### src/robotPkg.sv
`default_nettype none

package robotPkg;

	// ============================================================
	// sizes and constants
	// ============================================================
	localparam int axisCount = 7;
	localparam int switchCount = 5;
	localparam int speedWindowCycles = 500000;    // 10 ms at 50 MHz
	localparam int beaconGapEdges = 20;           // tower edges before a reception ends
	localparam int timerWidth = $clog2(speedWindowCycles + 1);
	localparam int gapWidth = $clog2(beaconGapEdges + 1);

	// axis order: propLeft, propRight, rakeLeft, rakeRight, gripper, odoLeft, odoRight
	typedef logic [axisCount-1:0] axisMask_t;
	typedef logic [15:0] word_t;
	typedef logic [15:0] count_t;                 // wraps
	typedef logic [timerWidth-1:0] timer_t;
	typedef logic [gapWidth-1:0] gapCount_t;

	// switch order: left, right, gripper, rakeLeft, rakeRight
	typedef logic [switchCount-1:0] switch_t;

	// propRight and odoLeft are mounted mirrored
	localparam axisMask_t dirInvert = 7'b010_0010;

	// ============================================================
	// bundles
	// ============================================================
	typedef struct packed {
		axisMask_t a;
		axisMask_t b;
	} encPins_t;

	typedef struct packed {
		logic encA;
		logic sync;
		logic sign;
	} laserPins_t;

	typedef struct packed {
		axisMask_t encA;      // rising edge pulses
		axisMask_t encB;
		logic laserA;
		logic laserSync;
		axisMask_t encBLevel; // synchronized levels from here down
		logic sign;
		switch_t switches;
		logic start;
		logic id;
	} edges_t;

	typedef count_t [axisCount-1:0] speeds_t;

	typedef enum logic [1:0] {
		waitBeacon,
		reception,
		gap
	} beaconState_t;

	typedef struct packed {
		word_t flags;
		speeds_t speeds;
		word_t towerSpeed;
		word_t beaconStart;
		word_t beaconEnd;
	} sensorRegs_t;

endpackage

`default_nettype wire
### src/sensorIo.sv
`timescale 1ns/1ps
`default_nettype none

module sensorIo import robotPkg::*; #(
	parameter int windowCycles = speedWindowCycles
) (
	input wire logic clk,
	input wire logic reset,
	input wire encPins_t enc,
	input wire laserPins_t laser,
	input wire switch_t switches,
	input wire logic start,
	input wire logic id,
	output sensorRegs_t regs
);

	edges_t edges;
	speeds_t speeds;
	axisMask_t forward;
	count_t towerSpeed;
	count_t beaconStart;
	count_t beaconEnd;
	logic towerTurn;

	// ============================================================
	// pin sampling
	// ============================================================
	inputSync sync (
		.clk(clk),
		.reset(reset),
		.enc(enc),
		.laser(laser),
		.switches(switches),
		.start(start),
		.id(id),
		.edges(edges)
	);

	// ============================================================
	// measurement
	// ============================================================
	speedBank #(.windowCycles(windowCycles)) speed (
		.clk(clk),
		.reset(reset),
		.edges(edges),
		.speeds(speeds),
		.forward(forward),
		.towerSpeed(towerSpeed)
	);

	beaconFilter beacon (
		.clk(clk),
		.reset(reset),
		.edges(edges),
		.beaconStart(beaconStart),
		.beaconEnd(beaconEnd),
		.towerTurn(towerTurn)
	);

	// host-visible words
	sensorRegs hostRegs (
		.clk(clk),
		.reset(reset),
		.edges(edges),
		.speeds(speeds),
		.forward(forward),
		.towerSpeed(towerSpeed),
		.beaconStart(beaconStart),
		.beaconEnd(beaconEnd),
		.towerTurn(towerTurn),
		.regs(regs)
	);

endmodule

`default_nettype wire

### src/sensorRegs.sv
`timescale 1ns/1ps
`default_nettype none

module sensorRegs import robotPkg::*; (
	input wire logic clk,
	input wire logic reset,
	input wire edges_t edges,
	input wire speeds_t speeds,
	input wire axisMask_t forward,
	input wire count_t towerSpeed,
	input wire count_t beaconStart,
	input wire count_t beaconEnd,
	input wire logic towerTurn,
	output sensorRegs_t regs
);

	word_t flagWord;

	// id at bit 0, towerTurn at bit 15
	assign flagWord = {towerTurn, 1'b0, edges.start, edges.switches, forward, edges.id};

	always_ff @(posedge clk, posedge reset) begin
		if (reset) begin
			regs <= '0;
		end else begin
			regs.flags <= flagWord;
			regs.speeds <= speeds;
			regs.towerSpeed <= towerSpeed;
			regs.beaconStart <= beaconStart;
			regs.beaconEnd <= beaconEnd;
		end
	end

endmodule

`default_nettype wire

### src/beaconFilter.sv
`timescale 1ns/1ps
`default_nettype none

module beaconFilter import robotPkg::*; (
	input wire logic clk,
	input wire logic reset,
	input wire edges_t edges,
	output count_t beaconStart,
	output count_t beaconEnd,
	output logic towerTurn
);

	count_t angle;          // tower edges since the last sync
	count_t startPending;
	count_t endPending;
	gapCount_t gapCount;
	beaconState_t state;
	logic gapDone;

	// last tower edge of a dropout long enough to end the reception
	assign gapDone = edges.laserA && (gapCount == gapCount_t'(beaconGapEdges - 1));

	// ============================================================
	// tower angle and revolution flag
	// ============================================================
	always_ff @(posedge clk, posedge reset) begin
		if (reset) begin
			angle <= '0;
			towerTurn <= 1'b0;
		end else begin
			if (edges.laserSync) begin
				angle <= '0;           // sync wins over a coincident A edge
				towerTurn <= ~towerTurn;
			end else if (edges.laserA) begin
				angle <= angle + 1'b1;
			end
		end
	end

	// ============================================================
	// dropout FSM
	// ============================================================
	always_ff @(posedge clk, posedge reset) begin
		if (reset) begin
			state <= waitBeacon;
			gapCount <= '0;
			beaconStart <= '0;
			beaconEnd <= '0;
		end else begin
			case (state)
				waitBeacon: begin
					if (edges.sign) begin
						state <= reception;
					end
				end
				reception: begin
					if (!edges.sign) begin
						gapCount <= '0;
						state <= gap;
					end
				end
				gap: begin
					if (edges.sign) begin
						state <= reception;    // short dropout, keep the start
					end else if (gapDone) begin
						beaconStart <= startPending;
						beaconEnd <= endPending;
						state <= waitBeacon;
					end else if (edges.laserA) begin
						gapCount <= gapCount + 1'b1;
					end
				end
				default: state <= waitBeacon;
			endcase
		end
	end

	// candidate angles, only published from gap
	always_ff @(posedge clk) begin
		if (state == waitBeacon && edges.sign) begin
			startPending <= angle;
		end
		if (state == reception && !edges.sign) begin
			endPending <= angle;
		end
	end

	stateLegal: assert property (
		@(posedge clk) disable iff (reset)
		state inside {waitBeacon, reception, gap}
	);

endmodule

`default_nettype wire

### src/speedBank.sv
`timescale 1ns/1ps
`default_nettype none

module speedBank import robotPkg::*; #(
	parameter int windowCycles = speedWindowCycles
) (
	input wire logic clk,
	input wire logic reset,
	input wire edges_t edges,
	output speeds_t speeds,
	output axisMask_t forward,
	output count_t towerSpeed
);

	timer_t windowTimer;
	logic windowEnd;
	count_t towerCount;

	assign windowEnd = (windowTimer == timer_t'(windowCycles - 1));

	// free running from reset release
	always_ff @(posedge clk, posedge reset) begin
		if (reset) begin
			windowTimer <= '0;
		end else if (windowEnd) begin
			windowTimer <= '0;
		end else begin
			windowTimer <= windowTimer + 1'b1;
		end
	end

	// tower speed is plain A edges, no averaging
	always_ff @(posedge clk, posedge reset) begin
		if (reset) begin
			towerCount <= '0;
			towerSpeed <= '0;
		end else if (windowEnd) begin
			towerSpeed <= towerCount;
			towerCount <= count_t'(edges.laserA);
		end else begin
			towerCount <= towerCount + count_t'(edges.laserA);
		end
	end

	for (genvar i = 0; i < axisCount; i++) begin : gAxis
		encoderChannel channel (
			.clk(clk),
			.reset(reset),
			.aEdge(edges.encA[i]),
			.bEdge(edges.encB[i]),
			.bLevel(edges.encBLevel[i]),
			.windowEnd(windowEnd),
			.invert(dirInvert[i]),
			.speed(speeds[i]),
			.forward(forward[i])
		);
	end

	windowEndIsPulse: assert property (
		@(posedge clk) disable iff (reset)
		windowEnd |=> !windowEnd
	);

endmodule

`default_nettype wire

### src/encoderChannel.sv
`timescale 1ns/1ps
`default_nettype none

// one quadrature axis
module encoderChannel import robotPkg::*; (
	input wire logic clk,
	input wire logic reset,
	input wire logic aEdge,
	input wire logic bEdge,
	input wire logic bLevel,
	input wire logic windowEnd,
	input wire logic invert,
	output count_t speed,
	output logic forward
);

	count_t aCount;
	count_t bCount;
	logic [$bits(count_t):0] edgeSum;   // one extra bit so the halving keeps the carry

	assign edgeSum = {1'b0, aCount} + {1'b0, bCount};

	// ============================================================
	// edge counters and speed
	// ============================================================
	always_ff @(posedge clk, posedge reset) begin
		if (reset) begin
			aCount <= '0;
			bCount <= '0;
			speed <= '0;
		end else if (windowEnd) begin
			speed <= edgeSum[$bits(count_t):1]; // floor of the mean
			// an edge on the closing cycle starts the next window
			aCount <= count_t'(aEdge);
			bCount <= count_t'(bEdge);
		end else begin
			aCount <= aCount + count_t'(aEdge);
			bCount <= bCount + count_t'(bEdge);
		end
	end

	// ============================================================
	// direction
	// ============================================================
	// B already high when A rises means B leads
	always_ff @(posedge clk, posedge reset) begin
		if (reset) begin
			forward <= 1'b0;
		end else if (aEdge) begin
			forward <= bLevel ^ invert;
		end
	end

	// the synchronizer only ever produces single-cycle pulses
	aEdgeIsPulse: assert property (
		@(posedge clk) disable iff (reset)
		aEdge |=> !aEdge
	);

endmodule

`default_nettype wire

### src/inputSync.sv
`timescale 1ns/1ps
`default_nettype none

module inputSync import robotPkg::*; (
	input wire logic clk,
	input wire logic reset,
	input wire encPins_t enc,
	input wire laserPins_t laser,
	input wire switch_t switches,
	input wire logic start,
	input wire logic id,
	output edges_t edges
);

	typedef struct packed {
		logic id;
		logic start;
		switch_t sw;
		laserPins_t laser;
		encPins_t enc;
	} pinSet_t;

	pinSet_t pinsNow;
	pinSet_t meta;    // first flop, may go metastable
	pinSet_t stable;
	pinSet_t prev;    // one sample older, for edge detection

	assign pinsNow = '{id: id, start: start, sw: switches, laser: laser, enc: enc};

	always_ff @(posedge clk, posedge reset) begin
		if (reset) begin
			meta <= '0;
			stable <= '0;
			prev <= '0;
			edges <= '0;
		end else begin
			meta <= pinsNow;
			stable <= meta;
			prev <= stable;
			// pulses land three clocks after the pin moves
			edges.encA <= stable.enc.a & ~prev.enc.a;
			edges.encB <= stable.enc.b & ~prev.enc.b;
			edges.laserA <= stable.laser.encA & ~prev.laser.encA;
			edges.laserSync <= stable.laser.sync & ~prev.laser.sync;
			edges.encBLevel <= stable.enc.b;
			edges.sign <= stable.laser.sign;
			edges.switches <= stable.sw;
			edges.start <= stable.start;
			edges.id <= stable.id;
		end
	end

endmodule

`default_nettype wire

### config.mk
export PLATFORM = sky130hd
export DESIGN_NAME = sensorIo
export DESIGN_NICKNAME = d
export VERILOG_FILES = /design/src/robotPkg.sv /design/src/sensorIo.sv /design/src/sensorRegs.sv /design/src/beaconFilter.sv /design/src/speedBank.sv /design/src/encoderChannel.sv /design/src/inputSync.sv
export SDC_FILE = /design/constraint.sdc
export NUM_CORES = 2
export LEC_CHECK = 0
export BUFFER_PORTS_ARGS = -buffer_cell sky130_fd_sc_hd__buf_2
export CORE_MARGIN = 8
export CORE_UTILIZATION = 39
export DETAILED_ROUTE_END_ITERATION = 12
export HOLD_SLACK_MARGIN = 0.12
export PLACE_DENSITY = 0.54
export SKIP_LAST_GASP = 1
export SYNTH_ARGS = -nofsm -noshare
export SYNTH_HDL_FRONTEND = slang
export SYNTH_SLANG_ARGS = --single-unit
### constraint.sdc
create_clock -name clk -period 21.4 [get_ports clk]
set_input_delay 2.14 -clock clk [delete_from_list [all_inputs] [get_ports clk]]
set_output_delay 2.14 -clock clk [all_outputs]
set_load 0.005 [all_outputs]
# After elaboration in Yosys (flattened, before gate mapping)
# Index checks and enable logic that the tools add are counted.
[classes]
n_addsub = 25
n_eq_ne = 10
n_mux = 28
n_bitwise = 12
reduce_logical = 10
[op_table]
columns = ["cell", "n"]
rows = [
  ["16-bit 2-to-1 mux", 17],
  ["16-bit by 1-bit adder with 16-bit output", 15],
  ["16-bit by 16-bit adder with 17-bit output", 7],
  ["5-bit 2-to-1 mux", 4],
  ["19-bit by 1-bit adder with 19-bit output, second input constant", 1],
  ["19-bit == test, second input constant", 1],
  ["19-bit 2-to-1 mux", 1],
  ["16-bit by 1-bit adder with 16-bit output, second input constant", 1],
  ["7-bit bitwise AND", 2],
  ["7-bit NOT", 2],
  ["2-bit inequality test, second input constant", 5],
  ["5-bit case mux with 2 select lines", 1],
  ["2-bit 2-to-1 mux", 4],
  ["1-bit NOT", 6],
  ["2-bit case mux with 3 select lines", 1],
  ["3-bit AND reduction", 2],
  ["5-bit by 1-bit adder with 5-bit output, second input constant", 1],
  ["5-bit == test, second input constant", 1],
  ["5-bit AND reduction", 1],
  ["2-bit nonzero test", 2],
  ["1-bit logical AND", 3],
  ["3-bit by 2-bit inequality test with 1-bit output, second input constant", 1],
  ["1-bit bitwise AND", 2],
  ["2-bit by 1-bit == test with 1-bit output, second input constant", 1],
  ["3 further kinds", 3],
]
[totals]
ff_bits = 745
input_bits = 26
out_inout_bits = 176
wordCells = 163

# Depth between registers and ports, before layout
[logic_depth]
depth_word = 5
depth_mapped = 8
mapped_depth_nobuf = 8

# Modules after synthesis
# Synthesis repeated with hierarchy kept, for this count alone.
[hier_totals]
hier_cells = 2813
hier_area_um2 = 33005.4
[modules_own_cells]
columns = ["mod", "n_inst", "cells_per_inst", "area_per_inst_um2", "seq_area_each_um2"]
rows = [
  ["encoderChannel", 7, 299, 2917.8, 1226.2],
  ["sensorRegs", 1, 178, 4394.2, 4379.2],
  ["beaconFilter", 1, 226, 3383.2, 2362.3],
  ["inputSync", 1, 112, 2478.6, 2202.1],
  ["speedBank", 1, 204, 2324.7, 1276.2],
]

# Least setup slack after synthesis
# No wires, ideal clock.
[synth_timing]
path_kind = "register to register"
startpoint = "reg speed.gAxis[4].channel.aCount[0]"
endpoint = "reg speed.gAxis[4].channel.speed[11]"
setup_ns = 0.122
arrival_ns = 2.386
required_ns = 21.278
path_slack_ns = 18.893
path_stages_with_launch = 9
path_buffers = 0
synth_period_minus_slack_ns = 2.507
cell_sequence = "dfrtp_1 and2_1 fa_1 a21oi_1 o21ai_0 a2111oi_0 nor4_1 or3_1 a32o_1"
[synth_between]
elab_chain_len = 1
[synth_rtl]
columns = ["item", "line_no", "rtl"]
rows = [
  ["start, declared", "encoderChannel.sv:17", "count_t aCount;"],
  ["start signal, assigned", "encoderChannel.sv:34", "aCount <= count_t'(aEdge);"],
  ["start signal, assigned", "encoderChannel.sv:37", "aCount <= aCount + count_t'(aEdge);"],
  ["16-bit by 16-bit adder with 17-bit output", "encoderChannel.sv:21", "assign edgeSum = {1'b0, aCount} + {1'b0, bCount};"],
  ["end signal, assigned", "encoderChannel.sv:32", "speed <= edgeSum[$bits(count_t):1];"],
  ["end, declared", "encoderChannel.sv:13", "output count_t speed,"],
]
# Every way passes these cells.
# A chain may end at the register's enable or synchronous reset.

==> metrics.md <==
| Metric | Value |
|---|---|
| Worst Max-Slew Pin Slew | 1.05 ns |
| Fin Clk Skew | 0.0209 ns |
| Final period utilization | 23.2% |
| Largest net degree at the start of global routing | 170 |
| Sequential share of the synthesized area | 59.2% |
| Via count of the first global-routing pass | 21700 |
| Final hold violations | 0 |
| Finished Core Util | 45.6% |
| Max IR drop VDD | 0.0000636 V |
| Clock sinks | approximately 750 |
| Final setup fails | 0 |
| NetSw | about 1000 uW |
| Drt pass-1 iters | 4 |
| CP max stage delay | roughly 0.86 ns |
| Area Growth Syn to Fin | 15.7% |
| CP Cell Sequence | buf_2, clkinvlp_4, buf_4, buf_4, buf_4, buf_4 |
| # resized after CTS | 0 |
| Status | finished, final reports clean |
| Total of max-cap violations | 0 |
| PortBufs | 200 |
| Wl on met1 | 31300 um |
| Async SR Flop Fraction | 95.7% |
| First-pass GRT wire length | 114000 um |
| Synth unique cells | 67 |
| Pins Over Slew Limit | 0 |
| PD cells | 97.7 nW/um^2 |
| Vias per inst | a little over 5 |
| Worst-path maximum fanout | 75 |
| Clk slew on worst S/H paths | about 0.06 ns |
| Post-CTS Setup Bufs | 0 |
| Syn Area/Cell | 11.3 sq um |
| DP Wirelength | 46900 um |
| Setup crit start | reset |
| Net count, final | 3209 |
| Synthesized Nets | 2990 |
| Initial DRC Count | 1054 |
| Setup TNS | 0 ns |
| CTS Hold Bufs | 0 |
| Root Buffer | clkbuf_16 |
| Crit path max-delay cell type | buf_4 |
| Clock power frac | around two fifths |
| Ys flop type | dfrtp_1 |
| Synth Instances | 2819 |
| Worst setup EP type | asynchronous set/reset pin |
| Row count | 104 |
| Hold WC Path Type | register to register |
| Yosys warns | 0 |
| DR WL met2 | 31800 um |
| Fill cells | between 7000 and 8000 |
| Total GRT Usage | ~15% |
| Share of layout cells above drive strength 1 | 12.9% |
| Met3 WL | 3040 um |
| Clock Latency Late Sink | 0.62 ns |
| Sequential power share | 45.6% |
| P_int | 2620 uW |
| WL/cell | 16.3 um |
| Leak pwr | 0.0179 uW |
| Number of placed I/O pins | 202 |
| Peak Freq | 201 MHz |
| Startpoint class of the critical path | input pin |
| Die Span Y | 301 um |
| Total gr overflow | 0 |
| Post-synth EDFFs | 32 |
| Clock Tree Buf Depth | 3 |
| GP Congestion | ~0.8 |
| # H-tree levels | 3 |
| Combinational fraction of design power | 14.1% |
| Final Critical Period | 4.97 ns |
| Unrepaired setup endpoints after global routing | no |
| Routed WL | 67800 um |
| Die Area | about 91000 sq um |
| Final ANT Viol Nets | 0 |
| Worst path arrival time | 5.59 ns |
| Synth Register Bits | 745 |
| Min-delay src | sync.stable[18]$_DFF_PP0_ |
| Buf+Inv Stages, Crit Path | 6 |
| Initial Utilization | 39.4% |
| CP most frequent cell | buf_4 |
| Num CTS Buffers | 83 |
| Reg2Reg Launch Point | speed.windowTimer[0]$_DFF_PP0_ |
| Die width | about 300 um |
| Net Sw Frac | 27.2% |
| CTS tree | built |
| Max layer used | met5 |
| WP data required | 22.02 ns |
| Crit path kind | input pin to asynchronous set/reset pin |
| Cell family with most CP delay | buffers and inverters |
| Via count | 21100 |
| Syn Std Cell Area | 31800 sq um |
| # DRC | 0 |
| Initial antenna violation count | 6 |
| Core area | between 80000 and 90000 sq um |
| Slew HR | a little under 30% |
[routing by layer]
metal | global-route usage (%) | up-vias
li1 | - | 10200
met1 | 20.2 | 10400
met2 | 24.4 | 329
met3 | 2.89 | 120
met4 | 4.87 | 2
met5 | 0 | -
[flip-flops by register name, indices dropped and copies added (netlist names), 2 cells and up]
| register | cells |
|---|---|
| sync.meta | 24 |
| beacon.beaconEnd | 16 |
| speed.gAxis.channel.speed | 112 |
| hostRegs.regs | 175 |
| beacon.startPending | 16 |
| sync.stable | 24 |
| beacon.beaconStart | 16 |
| speed.windowTimer | 19 |
| speed.gAxis.channel.bCount | 112 |
| speed.towerSpeed | 16 |
| sync.edges | 31 |
| beacon.gapCount | 5 |
| beacon.endPending | 16 |
| beacon.angle | 16 |
| speed.gAxis.channel.aCount | 112 |
| beacon.state | 2 |
| speed.towerCount | 16 |
| sync.prev | 9 |
| speed.gAxis.channel.forward | 7 |
[layout by cell type (no fill, tap or decap), drive strengths merged, types with 9 or more instances in the layout]
master  synthesis  routed
nand4          78      78
and3           53      53
o21ai         167     167
a21oi         121     121
edfxtp         32      32
a31oi           9       9
ha            138     138
o21a           10      10
clkbuf         53     120
mux2           38      38
and2           38      38
xor2          165     165
nand2         327     327
or3            36      36
nor2b          30      30
o211ai         10      10
nor2          280     280
xnor2         133     133
o21bai         10      10
nor4            9       9
a32o           12      12
nor3           22      22
and4           14      14
o31ai          14      14
a21o           28      28
dfrtp         713     713
buf            30     217
a211oi         16      16
clkinv          0      17
nand3         121     121
inv            29      29
[cells by family (layout without fill, tap and decap cells)]
kind of cell             Yosys count  after routing  share of synthesized area, %
AO/OA/AOI/OAI                    433            433                          8.20
XOR/XNOR                         298            298                          8.22
adder cells (fa/ha/maj)          145            145                          5.88
buffers and inverters            112            398                          1.49
flip-flops                       745            745                          59.2
multiplexers                      43             43                          1.50
other                              1              2                        0.0118
AND/OR/NAND/NOR                 1042           1042                          15.5
[cell usage after synthesis, drive strengths merged, types with 53 or more instances]
| master | count | area share, % |
|---|---|---|
| dfrtp | 713 | 56 |
| nand2 | 327 | 3.9 |
| nor2 | 280 | 3.3 |
| o21ai | 167 | 2.6 |
| xor2 | 165 | 4.5 |
| ha | 138 | 5.4 |
| xnor2 | 133 | 3.7 |
| a21oi | 121 | 1.9 |
| nand3 | 121 | 1.9 |
| nand4 | 78 | 1.5 |
| and3 | 53 | 1.0 |
| clkbuf | 53 | 0.63 |
[cell type report]
class / instances / area (sq um) / share of cell area, %
Sequential cell: 745 / 18800 / 51.1
Multi-Input combinational cell: 1962 / 12500 / 34.0
Clock buffer: 120 / 2380 / 6.47
Tap cell: 1060 / 1330 / 3.61
Timing Repair Buffer: 217 / 1150 / 3.14
Clock inverter: 32 / 473 / 1.29
Inverter: 29 / 113 / 0.306
Antenna cell: 1 / 2.50 / 0.00681
[power groups by stage]
stage               clock network (uW)  registers [uW]  logic [uW]
detailed placement                   0            1660         506
finish                            1450            1640         506
global placement                     0            1660         492
global route                      1560            1660         584
floorplan                            0            1630         398
CTS                               1500            1640         512
[worst register-to-register path, delay by kind of cell (launching register included)]
family          cells  cell delay, ns
flops               1            0.39
buf+inv             1            0.50
compound gates      2            0.49
fa+ha+maj           1            0.23
simple gates        2            1.30
[per-stage QoR]
stage,hold WS (ns),std cells,total power (uW),worst slack (ns),cell area (sq um)
finish,0.345,4166,3590,16.43,36800
global route,0.355,4166,3790,15.83,36800
CTS,0.347,4165,3650,16.24,36800
detailed placement,0.335,4013,2170,15.57,33900
global placement,0.331,4013,2150,15.68,33900
floorplan,0.331,2819,2030,9.50,31800
[worst paths after layout]
check	slack, ns	cells past startpoint	endpoint
worst max-delay path	16.43	6	speed.towerSpeed[14]$_DFFE_PP0N_
min in group asynchronous	1.83	3	hostRegs.regs[130]$_DFF_PP0_
max in group clk	18.04	1	regs[158]
worst min register to register	0.34	0	sync.edges[3]$_DFF_PP0_
worst min-delay path	0.34	0	sync.edges[3]$_DFF_PP0_
worst max register to register	18.38	6	speed.gAxis[2].channel.speed[15]$_DFFE_PP0N_
(Power assumes the default switching activity.)
